<file path="src/source/rv_decode_params.svh">
`ifndef RV_DECODE_PARAMS_SVH
`define RV_DECODE_PARAMS_SVH

// datapath widths
`define RV_XLEN   32
`define RV_REG_AW 5

// RV32I major opcodes, instr[6:0]
`define RV_OPC_LUI    7'b0110111
`define RV_OPC_AUIPC  7'b0010111
`define RV_OPC_JAL    7'b1101111
`define RV_OPC_JALR   7'b1100111
`define RV_OPC_BRANCH 7'b1100011
`define RV_OPC_LOAD   7'b0000011
`define RV_OPC_STORE  7'b0100011
`define RV_OPC_OP_IMM 7'b0010011
`define RV_OPC_OP     7'b0110011

`endif
</file>
<file path="src/source/rv_decode_pkg.sv">
`default_nettype none

package rv_decode_pkg;

   // instruction format, FMT_NONE for anything illegal
   typedef enum logic [2:0] {
      FMT_R    = 3'd0,
      FMT_I    = 3'd1,
      FMT_S    = 3'd2,
      FMT_B    = 3'd3,
      FMT_U    = 3'd4,
      FMT_J    = 3'd5,
      FMT_NONE = 3'd6
   } inst_fmt_e;

   typedef enum logic [5:0] {
      OP_LUI     = 6'd0,
      OP_AUIPC,
      OP_JAL,
      OP_JALR,
      // branches
      OP_BEQ,
      OP_BNE,
      OP_BLT,
      OP_BGE,
      OP_BLTU,
      OP_BGEU,
      // loads and stores
      OP_LB,
      OP_LH,
      OP_LW,
      OP_LBU,
      OP_LHU,
      OP_SB,
      OP_SH,
      OP_SW,
      // immediate alu
      OP_ADDI,
      OP_SLTI,
      OP_SLTIU,
      OP_XORI,
      OP_ORI,
      OP_ANDI,
      OP_SLLI,
      OP_SRLI,
      OP_SRAI,
      // register alu
      OP_ADD,
      OP_SUB,
      OP_SLL,
      OP_SLT,
      OP_SLTU,
      OP_XOR,
      OP_OR,
      OP_AND,
      OP_SRL,
      OP_SRA,
      OP_ILLEGAL = 6'h3f
   } rv_op_e;

endpackage

`default_nettype wire

</file>
<file path="src/source/instr_decoder.sv">
`timescale 1ns/1ps
`default_nettype none

`include "rv_decode_params.svh"

module instr_decoder (
   input  wire logic                     clk,
   input  wire logic                     rst,
   input  wire logic [`RV_XLEN-1:0]      instr,
   input  wire logic                     in_req,
   output logic                          in_ack,
   output logic                          out_req,
   input  wire logic                     out_ack,
   output rv_decode_pkg::rv_op_e         op,
   output rv_decode_pkg::inst_fmt_e      fmt,
   output logic                          illegal,
   output logic      [`RV_REG_AW-1:0]    rd,
   output logic      [`RV_REG_AW-1:0]    rs1,
   output logic      [`RV_REG_AW-1:0]    rs2,
   output logic      [`RV_XLEN-1:0]      imm
);

   rv_decode_pkg::rv_op_e    cls_op;
   rv_decode_pkg::inst_fmt_e cls_fmt;
   logic                     cls_illegal;
   logic [`RV_REG_AW-1:0]    ext_rd;
   logic [`RV_REG_AW-1:0]    ext_rs1;
   logic [`RV_REG_AW-1:0]    ext_rs2;
   logic [`RV_XLEN-1:0]      ext_imm_i;
   logic [`RV_XLEN-1:0]      ext_imm_s;
   logic [`RV_XLEN-1:0]      ext_imm_b;
   logic [`RV_XLEN-1:0]      ext_imm_u;
   logic [`RV_XLEN-1:0]      ext_imm_j;

   op_classifier u_classifier (
      .instr   (instr),
      .op      (cls_op),
      .fmt     (cls_fmt),
      .illegal (cls_illegal)
   );

   field_extractor u_extractor (
      .instr (instr),
      .rd    (ext_rd),
      .rs1   (ext_rs1),
      .rs2   (ext_rs2),
      .imm_i (ext_imm_i),
      .imm_s (ext_imm_s),
      .imm_b (ext_imm_b),
      .imm_u (ext_imm_u),
      .imm_j (ext_imm_j)
   );

   decode_merge u_merge (
      .clk       (clk),
      .rst       (rst),
      .in_req    (in_req),
      .in_ack    (in_ack),
      .op        (cls_op),
      .fmt       (cls_fmt),
      .illegal   (cls_illegal),
      .rd_raw    (ext_rd),
      .rs1_raw   (ext_rs1),
      .rs2_raw   (ext_rs2),
      .imm_i     (ext_imm_i),
      .imm_s     (ext_imm_s),
      .imm_b     (ext_imm_b),
      .imm_u     (ext_imm_u),
      .imm_j     (ext_imm_j),
      .out_req   (out_req),
      .out_ack   (out_ack),
      .op_q      (op),
      .fmt_q     (fmt),
      .illegal_q (illegal),
      .rd_q      (rd),
      .rs1_q     (rs1),
      .rs2_q     (rs2),
      .imm_q     (imm)
   );

endmodule

`default_nettype wire

</file>
<file path="src/source/decode_merge.sv">
`timescale 1ns/1ps
`default_nettype none

`include "rv_decode_params.svh"

module decode_merge (
   input  wire logic                     clk,
   input  wire logic                     rst,
   input  wire logic                     in_req,
   output logic                          in_ack,
   input  wire rv_decode_pkg::rv_op_e    op,
   input  wire rv_decode_pkg::inst_fmt_e fmt,
   input  wire logic                     illegal,
   input  wire logic [`RV_REG_AW-1:0]    rd_raw,
   input  wire logic [`RV_REG_AW-1:0]    rs1_raw,
   input  wire logic [`RV_REG_AW-1:0]    rs2_raw,
   input  wire logic [`RV_XLEN-1:0]      imm_i,
   input  wire logic [`RV_XLEN-1:0]      imm_s,
   input  wire logic [`RV_XLEN-1:0]      imm_b,
   input  wire logic [`RV_XLEN-1:0]      imm_u,
   input  wire logic [`RV_XLEN-1:0]      imm_j,
   output logic                          out_req,
   input  wire logic                     out_ack,
   output rv_decode_pkg::rv_op_e         op_q,
   output rv_decode_pkg::inst_fmt_e      fmt_q,
   output logic                          illegal_q,
   output logic      [`RV_REG_AW-1:0]    rd_q,
   output logic      [`RV_REG_AW-1:0]    rs1_q,
   output logic      [`RV_REG_AW-1:0]    rs2_q,
   output logic      [`RV_XLEN-1:0]      imm_q
);

   logic                  idle;
   logic                  capture;
   logic                  keep_rd;
   logic                  keep_rs1;
   logic                  keep_rs2;
   logic [`RV_XLEN-1:0]   imm_sel;

   // both sides back at zero before the next word is taken
   assign idle    = !in_ack && !out_req && !out_ack;
   assign capture = idle && in_req;

   // FMT_NONE clears every field, which covers illegal words
   assign keep_rd  = (fmt == rv_decode_pkg::FMT_R) || (fmt == rv_decode_pkg::FMT_I) ||
                     (fmt == rv_decode_pkg::FMT_U) || (fmt == rv_decode_pkg::FMT_J);
   assign keep_rs1 = (fmt == rv_decode_pkg::FMT_R) || (fmt == rv_decode_pkg::FMT_I) ||
                     (fmt == rv_decode_pkg::FMT_S) || (fmt == rv_decode_pkg::FMT_B);
   assign keep_rs2 = (fmt == rv_decode_pkg::FMT_R) || (fmt == rv_decode_pkg::FMT_S) ||
                     (fmt == rv_decode_pkg::FMT_B);

   always_comb begin
      case (fmt)
         rv_decode_pkg::FMT_I: imm_sel = imm_i;
         rv_decode_pkg::FMT_S: imm_sel = imm_s;
         rv_decode_pkg::FMT_B: imm_sel = imm_b;
         rv_decode_pkg::FMT_U: imm_sel = imm_u;
         rv_decode_pkg::FMT_J: imm_sel = imm_j;
         default:              imm_sel = '0;
      endcase
   end

   // handshake controller
   always_ff @(posedge clk) begin
      if (rst) begin
         in_ack  <= 1'b0;
         out_req <= 1'b0;
      end else if (capture) begin
         in_ack  <= 1'b1;
         out_req <= 1'b1;
      end else begin
         if (in_ack && !in_req)
            in_ack <= 1'b0;
         if (out_req && out_ack)
            out_req <= 1'b0;
      end
   end

   // result register
   always_ff @(posedge clk) begin
      if (rst) begin
         op_q      <= rv_decode_pkg::rv_op_e'(6'd0);
         fmt_q     <= rv_decode_pkg::inst_fmt_e'(3'd0);
         illegal_q <= 1'b0;
         rd_q      <= '0;
         rs1_q     <= '0;
         rs2_q     <= '0;
         imm_q     <= '0;
      end else if (capture) begin
         op_q      <= op;
         fmt_q     <= fmt;
         illegal_q <= illegal;
         rd_q      <= keep_rd ? rd_raw : '0;
         rs1_q     <= keep_rs1 ? rs1_raw : '0;
         rs2_q     <= keep_rs2 ? rs2_raw : '0;
         imm_q     <= imm_sel;
      end
   end

   // out_req only drops after the consumer acknowledged
   out_req_held: assert property (@(posedge clk) disable iff (rst)
      out_req && !out_ack |=> out_req);

   result_stable: assert property (@(posedge clk) disable iff (rst)
      out_req |=> $stable({op_q, fmt_q, illegal_q, rd_q, rs1_q, rs2_q, imm_q}));

endmodule

`default_nettype wire

</file>
<file path="src/source/field_extractor.sv">
`timescale 1ns/1ps
`default_nettype none

`include "rv_decode_params.svh"

module field_extractor (
   input  wire logic [`RV_XLEN-1:0]   instr,
   output logic      [`RV_REG_AW-1:0] rd,
   output logic      [`RV_REG_AW-1:0] rs1,
   output logic      [`RV_REG_AW-1:0] rs2,
   output logic      [`RV_XLEN-1:0]   imm_i,
   output logic      [`RV_XLEN-1:0]   imm_s,
   output logic      [`RV_XLEN-1:0]   imm_b,
   output logic      [`RV_XLEN-1:0]   imm_u,
   output logic      [`RV_XLEN-1:0]   imm_j
);

   logic sign;

   assign sign = instr[31];

   // register fields sit at fixed positions in every format
   assign rd  = instr[11:7];
   assign rs1 = instr[19:15];
   assign rs2 = instr[24:20];

   assign imm_i = {{(`RV_XLEN-12){sign}}, instr[31:20]};

   assign imm_s = {{(`RV_XLEN-12){sign}}, instr[31:25], instr[11:7]};

   // bit 0 implied zero
   assign imm_b = {{(`RV_XLEN-13){sign}},
                   sign,
                   instr[7],
                   instr[30:25],
                   instr[11:8],
                   1'b0};

   // upper 20 bits, low 12 clear
   assign imm_u = {instr[31:12], 12'b0};

   assign imm_j = {{(`RV_XLEN-21){sign}},
                   sign,
                   instr[19:12],
                   instr[20],
                   instr[30:21],
                   1'b0};

endmodule

`default_nettype wire

</file>
<file path="src/source/op_classifier.sv">
`timescale 1ns/1ps
`default_nettype none

`include "rv_decode_params.svh"

module op_classifier (
   input  wire logic [`RV_XLEN-1:0] instr,
   output rv_decode_pkg::rv_op_e    op,
   output rv_decode_pkg::inst_fmt_e fmt,
   output logic                     illegal
);

   logic [6:0]               opcode;
   logic [2:0]               funct3;
   logic [6:0]               funct7;
   logic                     f7_zero;
   logic                     f7_alt;
   logic                     enc_ok;
   rv_decode_pkg::inst_fmt_e fmt_raw;

   assign opcode  = instr[6:0];
   assign funct3  = instr[14:12];
   assign funct7  = instr[31:25];
   assign f7_zero = (funct7 == 7'b0000000);
   assign f7_alt  = (funct7 == 7'b0100000);

   // format depends on the major opcode only
   always_comb begin
      case (opcode)
         `RV_OPC_OP:     fmt_raw = rv_decode_pkg::FMT_R;
         `RV_OPC_OP_IMM: fmt_raw = rv_decode_pkg::FMT_I;
         `RV_OPC_LOAD:   fmt_raw = rv_decode_pkg::FMT_I;
         `RV_OPC_JALR:   fmt_raw = rv_decode_pkg::FMT_I;
         `RV_OPC_STORE:  fmt_raw = rv_decode_pkg::FMT_S;
         `RV_OPC_BRANCH: fmt_raw = rv_decode_pkg::FMT_B;
         `RV_OPC_LUI:    fmt_raw = rv_decode_pkg::FMT_U;
         `RV_OPC_AUIPC:  fmt_raw = rv_decode_pkg::FMT_U;
         `RV_OPC_JAL:    fmt_raw = rv_decode_pkg::FMT_J;
         default:        fmt_raw = rv_decode_pkg::FMT_NONE;
      endcase
   end

   // legality check, kept apart from the operation table
   always_comb begin
      case (opcode)
         `RV_OPC_LUI,
         `RV_OPC_AUIPC,
         `RV_OPC_JAL:    enc_ok = 1'b1;
         `RV_OPC_JALR:   enc_ok = (funct3 == 3'b000);
         `RV_OPC_BRANCH: enc_ok = (funct3[2:1] != 2'b01);
         `RV_OPC_LOAD:   enc_ok = (funct3 != 3'b011) && (funct3[2:1] != 2'b11);
         `RV_OPC_STORE:  enc_ok = (funct3 < 3'b011);
         `RV_OPC_OP_IMM: begin
            if (funct3 == 3'b001)
               enc_ok = f7_zero;
            else if (funct3 == 3'b101)
               enc_ok = f7_zero || f7_alt;
            else
               enc_ok = 1'b1;
         end
         `RV_OPC_OP:     enc_ok = f7_zero || (f7_alt && (funct3 == 3'b000 || funct3 == 3'b101));
         default:        enc_ok = 1'b0;
      endcase
   end

   always_comb begin
      op = rv_decode_pkg::OP_ILLEGAL;
      case (opcode)
         `RV_OPC_LUI:   op = rv_decode_pkg::OP_LUI;
         `RV_OPC_AUIPC: op = rv_decode_pkg::OP_AUIPC;
         `RV_OPC_JAL:   op = rv_decode_pkg::OP_JAL;
         `RV_OPC_JALR: begin
            if (funct3 == 3'b000)
               op = rv_decode_pkg::OP_JALR;
         end
         `RV_OPC_BRANCH: begin
            case (funct3)
               3'b000:  op = rv_decode_pkg::OP_BEQ;
               3'b001:  op = rv_decode_pkg::OP_BNE;
               3'b100:  op = rv_decode_pkg::OP_BLT;
               3'b101:  op = rv_decode_pkg::OP_BGE;
               3'b110:  op = rv_decode_pkg::OP_BLTU;
               3'b111:  op = rv_decode_pkg::OP_BGEU;
               default: op = rv_decode_pkg::OP_ILLEGAL;
            endcase
         end
         `RV_OPC_LOAD: begin
            case (funct3)
               3'b000:  op = rv_decode_pkg::OP_LB;
               3'b001:  op = rv_decode_pkg::OP_LH;
               3'b010:  op = rv_decode_pkg::OP_LW;
               3'b100:  op = rv_decode_pkg::OP_LBU;
               3'b101:  op = rv_decode_pkg::OP_LHU;
               default: op = rv_decode_pkg::OP_ILLEGAL;
            endcase
         end
         `RV_OPC_STORE: begin
            case (funct3)
               3'b000:  op = rv_decode_pkg::OP_SB;
               3'b001:  op = rv_decode_pkg::OP_SH;
               3'b010:  op = rv_decode_pkg::OP_SW;
               default: op = rv_decode_pkg::OP_ILLEGAL;
            endcase
         end
         `RV_OPC_OP_IMM: begin
            case (funct3)
               3'b000: op = rv_decode_pkg::OP_ADDI;
               3'b010: op = rv_decode_pkg::OP_SLTI;
               3'b011: op = rv_decode_pkg::OP_SLTIU;
               3'b100: op = rv_decode_pkg::OP_XORI;
               3'b110: op = rv_decode_pkg::OP_ORI;
               3'b111: op = rv_decode_pkg::OP_ANDI;
               3'b001: begin
                  if (f7_zero)
                     op = rv_decode_pkg::OP_SLLI;
               end
               // srli and srai share funct3, funct7 splits them
               default: begin
                  if (f7_zero)
                     op = rv_decode_pkg::OP_SRLI;
                  else if (f7_alt)
                     op = rv_decode_pkg::OP_SRAI;
               end
            endcase
         end
         `RV_OPC_OP: begin
            case ({funct7, funct3})
               10'b0000000_000: op = rv_decode_pkg::OP_ADD;
               10'b0100000_000: op = rv_decode_pkg::OP_SUB;
               10'b0000000_001: op = rv_decode_pkg::OP_SLL;
               10'b0000000_010: op = rv_decode_pkg::OP_SLT;
               10'b0000000_011: op = rv_decode_pkg::OP_SLTU;
               10'b0000000_100: op = rv_decode_pkg::OP_XOR;
               10'b0000000_101: op = rv_decode_pkg::OP_SRL;
               10'b0100000_101: op = rv_decode_pkg::OP_SRA;
               10'b0000000_110: op = rv_decode_pkg::OP_OR;
               10'b0000000_111: op = rv_decode_pkg::OP_AND;
               default:         op = rv_decode_pkg::OP_ILLEGAL;
            endcase
         end
         default: op = rv_decode_pkg::OP_ILLEGAL;
      endcase
   end

   assign illegal = !enc_ok;
   assign fmt     = illegal ? rv_decode_pkg::FMT_NONE : fmt_raw;

   // legality table and operation table must agree
   always_comb begin
      assert (illegal == (op == rv_decode_pkg::OP_ILLEGAL))
         else $error("op_classifier: illegal flag disagrees with op for %h", instr);
   end

endmodule

`default_nettype wire

</file>
<file path="config.mk">
export PLATFORM = sky130hd
export DESIGN_NAME = instr_decoder
export DESIGN_NICKNAME = d
export VERILOG_FILES = /design/src/source/rv_decode_pkg.sv /design/src/source/instr_decoder.sv /design/src/source/decode_merge.sv /design/src/source/field_extractor.sv /design/src/source/op_classifier.sv
export VERILOG_INCLUDE_DIRS = /design/src /design/src/source
export SDC_FILE = /design/constraint.sdc
export NUM_CORES = 1
export LEC_CHECK = 0
export BUFFER_PORTS_ARGS = -buffer_cell sky130_fd_sc_hd__buf_2
export CORE_AREA = 2 2 65 97
export DETAILED_ROUTE_END_ITERATION = 10
export DIE_AREA = 0 0 67 99
export GPL_TIMING_DRIVEN = 0
export PLACE_DENSITY = 0.82
export SYNTH_ARGS = -nofsm -noshare
export SYNTH_HDL_FRONTEND = slang
export SYNTH_SLANG_ARGS = --single-unit
export TNS_END_PERCENT = 100
</file>
<file path="constraint.sdc">
create_clock -name clk -period 3.3 [get_ports clk]
set_input_delay 0.495 -clock clk [delete_from_list [all_inputs] [get_ports clk]]
set_output_delay 0.495 -clock clk [all_outputs]
set_load 0.03 [all_outputs]
</file>
# Word level (Yosys, flattened, before mapping)

Cells that the tools add are included.

Flip-flop bits (word level): 59
Input bits: 36
Logic and storage cells: 98
Output and inout bits: 59

Equality and inequality tests: 34
$lt $le $gt $ge: 1
Muxes and demuxes: 23
Reductions and logical operators: 31

Operators with widths:

| kind                                                                    | count |
|---|---|
| 32-bit case mux with 5 select lines                                     | 1 |
| 6-bit case mux with 10 select lines                                     | 1 |
| 6-bit case mux with 9 select lines                                      | 1 |
| 6-bit case mux with 7 select lines                                      | 1 |
| 10-bit by 3-bit equality test with 1-bit output (second input constant) | 4 |
| 6-bit case mux with 6 select lines                                      | 1 |
| 6-bit case mux with 5 select lines                                      | 1 |
| 7-bit by 6-bit equality test with 1-bit output (second input constant)  | 4 |
| 6-bit 2-to-1 mux                                                        | 4 |
| 7-bit equality test (second input constant)                             | 3 |
| 10-bit by 2-bit equality test with 1-bit output (second input constant) | 2 |
| 10-bit by 9-bit equality test with 1-bit output (second input constant) | 2 |
| 3-bit equality test (second input constant)                             | 6 |
| 3-bit case mux with 6 select lines                                      | 1 |
| 6-bit case mux with 3 select lines                                      | 1 |
| 5-bit 2-to-1 mux                                                        | 3 |
| 7-bit by 5-bit equality test with 1-bit output (second input constant)  | 2 |
| 3-bit by 2-bit equality test with 1-bit output (second input constant)  | 4 |
| 10-bit by 1-bit equality test with 1-bit output (second input constant) | 1 |
| 10-bit zero test                                                        | 1 |
| 1-bit logical OR                                                        | 10 |
| 7-bit by 2-bit equality test with 1-bit output (second input constant)  | 1 |
| 1-bit logical AND                                                       | 7 |
| 7-bit zero test                                                         | 1 |
| other kinds (13)                                                        | 26 |

# Logic depth before layout (Yosys ltp)

Word-level depth: 11
Mapped depth: 8
Depth with buffers taken out: 6

# Hierarchy

From an unflattened synthesis, not the netlist that was laid out.

Cell total of the unflattened synthesis: 686
Area, all modules: 5451.5 µm²

Modules (own cells, without submodules):

| module          | area an instance (µm²) | instances | sequential area each (µm²) | cells an instance |
|---|---|---|---|---|
| decode_merge    | 3246.9                 | 1         | 1181.1                     | 368 |
| field_extractor | 1317.5                 | 1         | 0.0                        | 176 |
| op_classifier   | 887.1                  | 1         | 0.0                        | 142 |

# Worst setup path before layout

No wires, ideal clock.

Path type: input-to-reg
From: input instr[3]
To: register u_merge.op_q[1]
Path slack: 1215 ps
Library setup time: 134 ps
Buffers on the path: 1
Stages: 7
Data arrival time: 1950 ps
Data required time: 3166 ps
Path through: buf_4 nand4bb_1 or2_2 a31oi_1 nand2_1 a2111oi_2 a211oi_1

Word-level cells in the longest chain between the ends: 2
Elaborated cells between the ends (all ways): 10
Those cells by class: eq/ne (9); mux (1)

RTL lines:

| what                                                                   | line                | RTL |
|---|---|---|
| start: declaration                                                     | instr_decoder.sv:9  | `` input wire logic [`RV_XLEN-1:0] instr, `` |
| 7-bit by 6-bit equality test with 1-bit output (tied with other cells) | op_classifier.sv:68 | `case (opcode)` |
| 6-bit case mux with 9 select lines *                                   | op_classifier.sv:68 |  |
| end signal: assignment                                                 | decode_merge.sv:82  | `op_q <= rv_decode_pkg::rv_op_e'(6'd0);` |
| end signal: assignment                                                 | decode_merge.sv:90  | `op_q <= op;` |
| end: declaration                                                       | decode_merge.sv:24  | `output rv_decode_pkg::rv_op_e op_q,` |

Mark *: on every way between the ends. The rest lies on a longest branch, timed or not.
A chain may end at the register's enable or synchronous reset.

# Final worst setup path

From: register u_merge.in_ack
To: register u_merge.imm_q[9]

Word-level cells in the longest chain between the ends: 4

RTL lines:

| what                            | line               | RTL |
|---|---|---|
| start: declaration              | decode_merge.sv:10 | `output logic in_ack,` |
| start signal: assignment        | decode_merge.sv:66 | `in_ack <= 1'b0;` |
| start signal: assignment        | decode_merge.sv:69 | `in_ack <= 1'b1;` |
| start signal: assignment        | decode_merge.sv:73 | `in_ack <= 1'b0;` |
| 1-bit zero test                 | decode_merge.sv:41 | `assign idle = !in_ack && !out_req && !out_ack;` |
| 1-bit logical AND (2 in series) | decode_merge.sv:41 |  |
| 1-bit logical AND               | decode_merge.sv:42 | `assign capture = idle && in_req;` |
| end signal: assignment          | decode_merge.sv:96 | `imm_q <= imm_sel;` |
| end: declaration                | decode_merge.sv:30 | `` output logic [`RV_XLEN-1:0] imm_q `` |

No other way between the ends.

==> summary.txt <==
Worst setup path
  – Start point of the critical path: u_merge.in_ack$_SDFFE_PP0P_
  – Critical path class: flop to flop
  – Slowest CP cell: nor4b_1
  – Worst EP arrival: 2.53 ns
  – Crit start category: flop
  – Register-to-register setup slack: 1.04 ns
  – Slowest Stage Delay on Critical Path: 0.86 ns
  – Reg-to-reg startpoint: u_merge.in_ack$_SDFFE_PP0P_
  – Critical Path Sink: u_merge.imm_q[9]$_SDFFE_PP0P_
  – CP Capture Type: flop
  – R2r endpoint: u_merge.imm_q[9]$_SDFFE_PP0P_
  – Crit-path cells: nor2b_1 > nand2_1 > nor2_1 > nor4b_1 > a32o_1
  – Worst EP required: 3.58 ns
  – R2r worst-path depth: 5
  – Critical-path maximum fanout: 10

Status
  – Status: complete, no violations

Placed design
  – Post-detail-place hpwl: 7352 um
  – Routability Congestion: 0.9546
  – Dpl cells: 552
  – Port Buf Inserts: 92
  – DP Worst Slack: 0.7728 ns

Routing
  – Routed len/inst: 16.91 um
  – Post-route ant nets: 0
  – Number of remaining DRC errors: 0
  – Via/cell ratio: 6.039
  – Top routing layer in use: met4
  – DR WL met2: 4978 um
  – Metal3 WL: 616 um
  – Routed WL: 9605 um
  – Starting DRT DRC Count: 307
  – WL met1: 3652 um
  – Drt pass-1 iters: 5
  – DR vias: 3,430

Global route
  – GR Overflow Total: 0
  – GRT Total Usage: 0.2916
  – Vias in the first global route: 3,124
  – Largest net degree at the start of global routing: 11
  – First-pass GRT wire length: 14,910 um
  – Initial antenna violation count: 0

Power and ir drop
  – Pint: 1.100 mW
  – Switching Fraction: 0.2794
  – Leak: 1.553 nW
  – VDD IR max: 179.1 uV
  – Reg power frac: 0.476
  – Clock share of power: 0.387
  – Comb power frac: 0.136
  – Net Switching: 0.4266 mW
  – Power Density: 401.0 mW/mm2

Yosys
  – Cells after Synth: 388
  – Synth area leader: dfxtp_1
  – Syn Std Cell Area: 0.003077 mm2
  – Prevailing post-synth register cell: dfxtp_1
  – Sequential area share after synthesis: 0.3839
  – Yosys reg bits: 59
  – Commonest cells in the netlist: 59 x dfxtp_1, 52 x nand2_1, 45 x a21oi_1
  – Post-synth EDFFs: 0
  – Post-synth top area share: 0.3839
  – Synth Warn #: 0
  – Synth top area cells: dfxtp_1 38%, a21oi_1 7.3%, nand2_1 6.3%
  – Synth async-reset ratio: 0
  – Most frequent cell after synthesis: dfxtp_1
  – Library cells used by synthesis: 63
  – Synthesized area per cell: 7.930 um2
  – Mapped Nets: 424

Timing
  – Crit share post-route: 0.6841
  – Min cycle time layout: 2.258 ns
  – Hold Vio Cnt, Final: 0
  – Final WS setup: 1.042 ns
  – Setup violations, final: 0
  – Setup TNS: 0 ns
  – Max Fclk: 0.4429 GHz
  – Slew Viols, Final: 0
  – Relative slew slack: 0.3128
  – RSZ-0062 raised after global routing: false
  – Worst-Margin Slew: 1.017 ns
  – Clk_skew: 0.008140 ns

Die
  – # rows: 34
  – Initial core utilization: 0.5318
  – Io pins: 95
  – CORE AREA: 0.005786 mm2
  – Die Wd: 67 um
  – Die area: 0.006633 mm2
  – Die Ht: 99 um

Clock network
  – Setup Fix Bufs, Post-CTS: 0
  – Clock sink count: 59
  – CTS H-Tree Depth: 3
  – Post_cts resized: 0
  – Clock buffers created by TritonCTS: 9
  – Clock Latency Late Sink: 0.34 ns
  – Clk buf depth: 2
  – TritonCTS clock tree: built
  – Root buf cell: clkbuf_8
  – Clock slew seen by the registers of the worst setup and hold paths: 0.07 ns
  – Hold Buf Count CTS: 0

Cells and area
  – Ant diodes: 0
  – Fill cell count: 546
  – Final core utilization: 0.6581
  – Nets: 527
  – Layout cell share with drive strength beyond 1: 0.2661
  – Multi-input gate area: 0.001742 mm2
  – Cell Count, Final, Fillers Out: 568
  – P&R area growth vs syn: 23.75%
  – Reg area: 0.001181 mm2

Flow run
  – Max cap viols: 0

Min path
  – Worst hold path type: primary input to flop
-- sequential cells by signal, summed over array words and instances, names as in the netlist --
signal,cells
u_merge.fmt_q,3
u_merge.out_req,1
u_merge.illegal_q,1
u_merge.rd_q,5
u_merge.imm_q,32
u_merge.in_ack,1
u_merge.op_q,6
u_merge.rs1_q,5
u_merge.rs2_q,5
-- kinds of logic after synthesis --
kind of cell / Yosys count / share of synthesized area
AND/OR/NAND/NOR: 141 / 0.2290
buffers and inverters: 33 / 0.05002
AO/OA/AOI/OAI: 149 / 0.3184
XOR/XNOR: 3 / 0.008542
multiplexers: 3 / 0.01017
flip-flops: 59 / 0.3839
-- per-stage QoR --
step	hold slack, ns	power [mW]	instance area, um2
final	0.3330	1.527	3807
after global routing	0.3290	1.583	3807
after CTS	0.3278	1.525	3807
after detailed placement	0.4397	0.9474	3627
after global placement	0.4328	0.9455	3627
after floorplan	0.5743	0.8716	3077
-- worst max-delay path, delay by kind of cell, from the launching register on --
kind	cells	cell delay, ns
simple gates	4	1.58
flops	1	0.32
compound gates	1	0.28
-- layout make-up --
class	instances	area share
inverter	5	0.004929
sequential	59	0.3102
tap	72	0.02366
timing repair buffer	92	0.1209
clock inverter	4	0.006572
clock buffer	12	0.04075
multi-input combinational	296	0.4574
buffer	28	0.03549
-- per-layer routing --
layer | GRT usage | up-vias
li1 | - | 1641
met1 | 0.3288 | 1612
met2 | 0.5072 | 152
met3 | 0.05365 | 25
met4 | 0.1476 | 0
met5 | 0 | -
-- cells in the final DEF, fill, tap and decap left out, types with 3 or more instances in the layout --
cell / Yosys / routed
nand2b_1: 7 / 7
a31oi_1: 5 / 5
clkbuf_8: 0 / 11
inv_1: 5 / 5
dfxtp_1: 59 / 59
a211oi_1: 6 / 6
a22o_1: 5 / 5
o2111ai_1: 5 / 5
a311oi_1: 4 / 4
clkbuf_1: 15 / 16
a21oi_1: 45 / 45
o21ai_0: 18 / 18
and3_1: 3 / 3
nor2b_1: 4 / 4
nor4_1: 3 / 3
nand2_1: 52 / 52
a32o_1: 7 / 7
buf_2: 9 / 101
o211ai_1: 12 / 12
and2_1: 5 / 5
nor2_1: 30 / 30
nand3_1: 10 / 10
o21ai_1: 21 / 21
nor3_1: 5 / 5
-- how the worst min path moves through the flow --
stage,start,to,slack [ns],cells past startpoint
detailed placement,u_merge.imm_q[22]$_SDFFE_PP0P_,u_merge.imm_q[22]$_SDFFE_PP0P_,0.44,2
finish,out_ack,u_merge.out_req$_SDFFE_PP0P_,0.33,2
CTS,out_ack,u_merge.out_req$_SDFFE_PP0P_,0.33,2
floorplan,out_ack,u_merge.out_req$_SDFFE_PP0P_,0.57,1
global placement,u_merge.imm_q[24]$_SDFFE_PP0P_,u_merge.imm_q[24]$_SDFFE_PP0P_,0.43,2
global route,out_ack,u_merge.out_req$_SDFFE_PP0P_,0.33,2
-- power groups by stage --
stage	registers [mW]	clock network (mW)	logic [mW]
2_1_floorplan	0.762	0	0.110
3_3_place_gp	0.743	0	0.203
3_5_place_dp	0.743	0	0.204
4_1_cts	0.727	0.593	0.205
5_1_grt	0.728	0.631	0.225
6_report	0.727	0.591	0.208
Note: power is estimated with default switching activity, not from simulation.
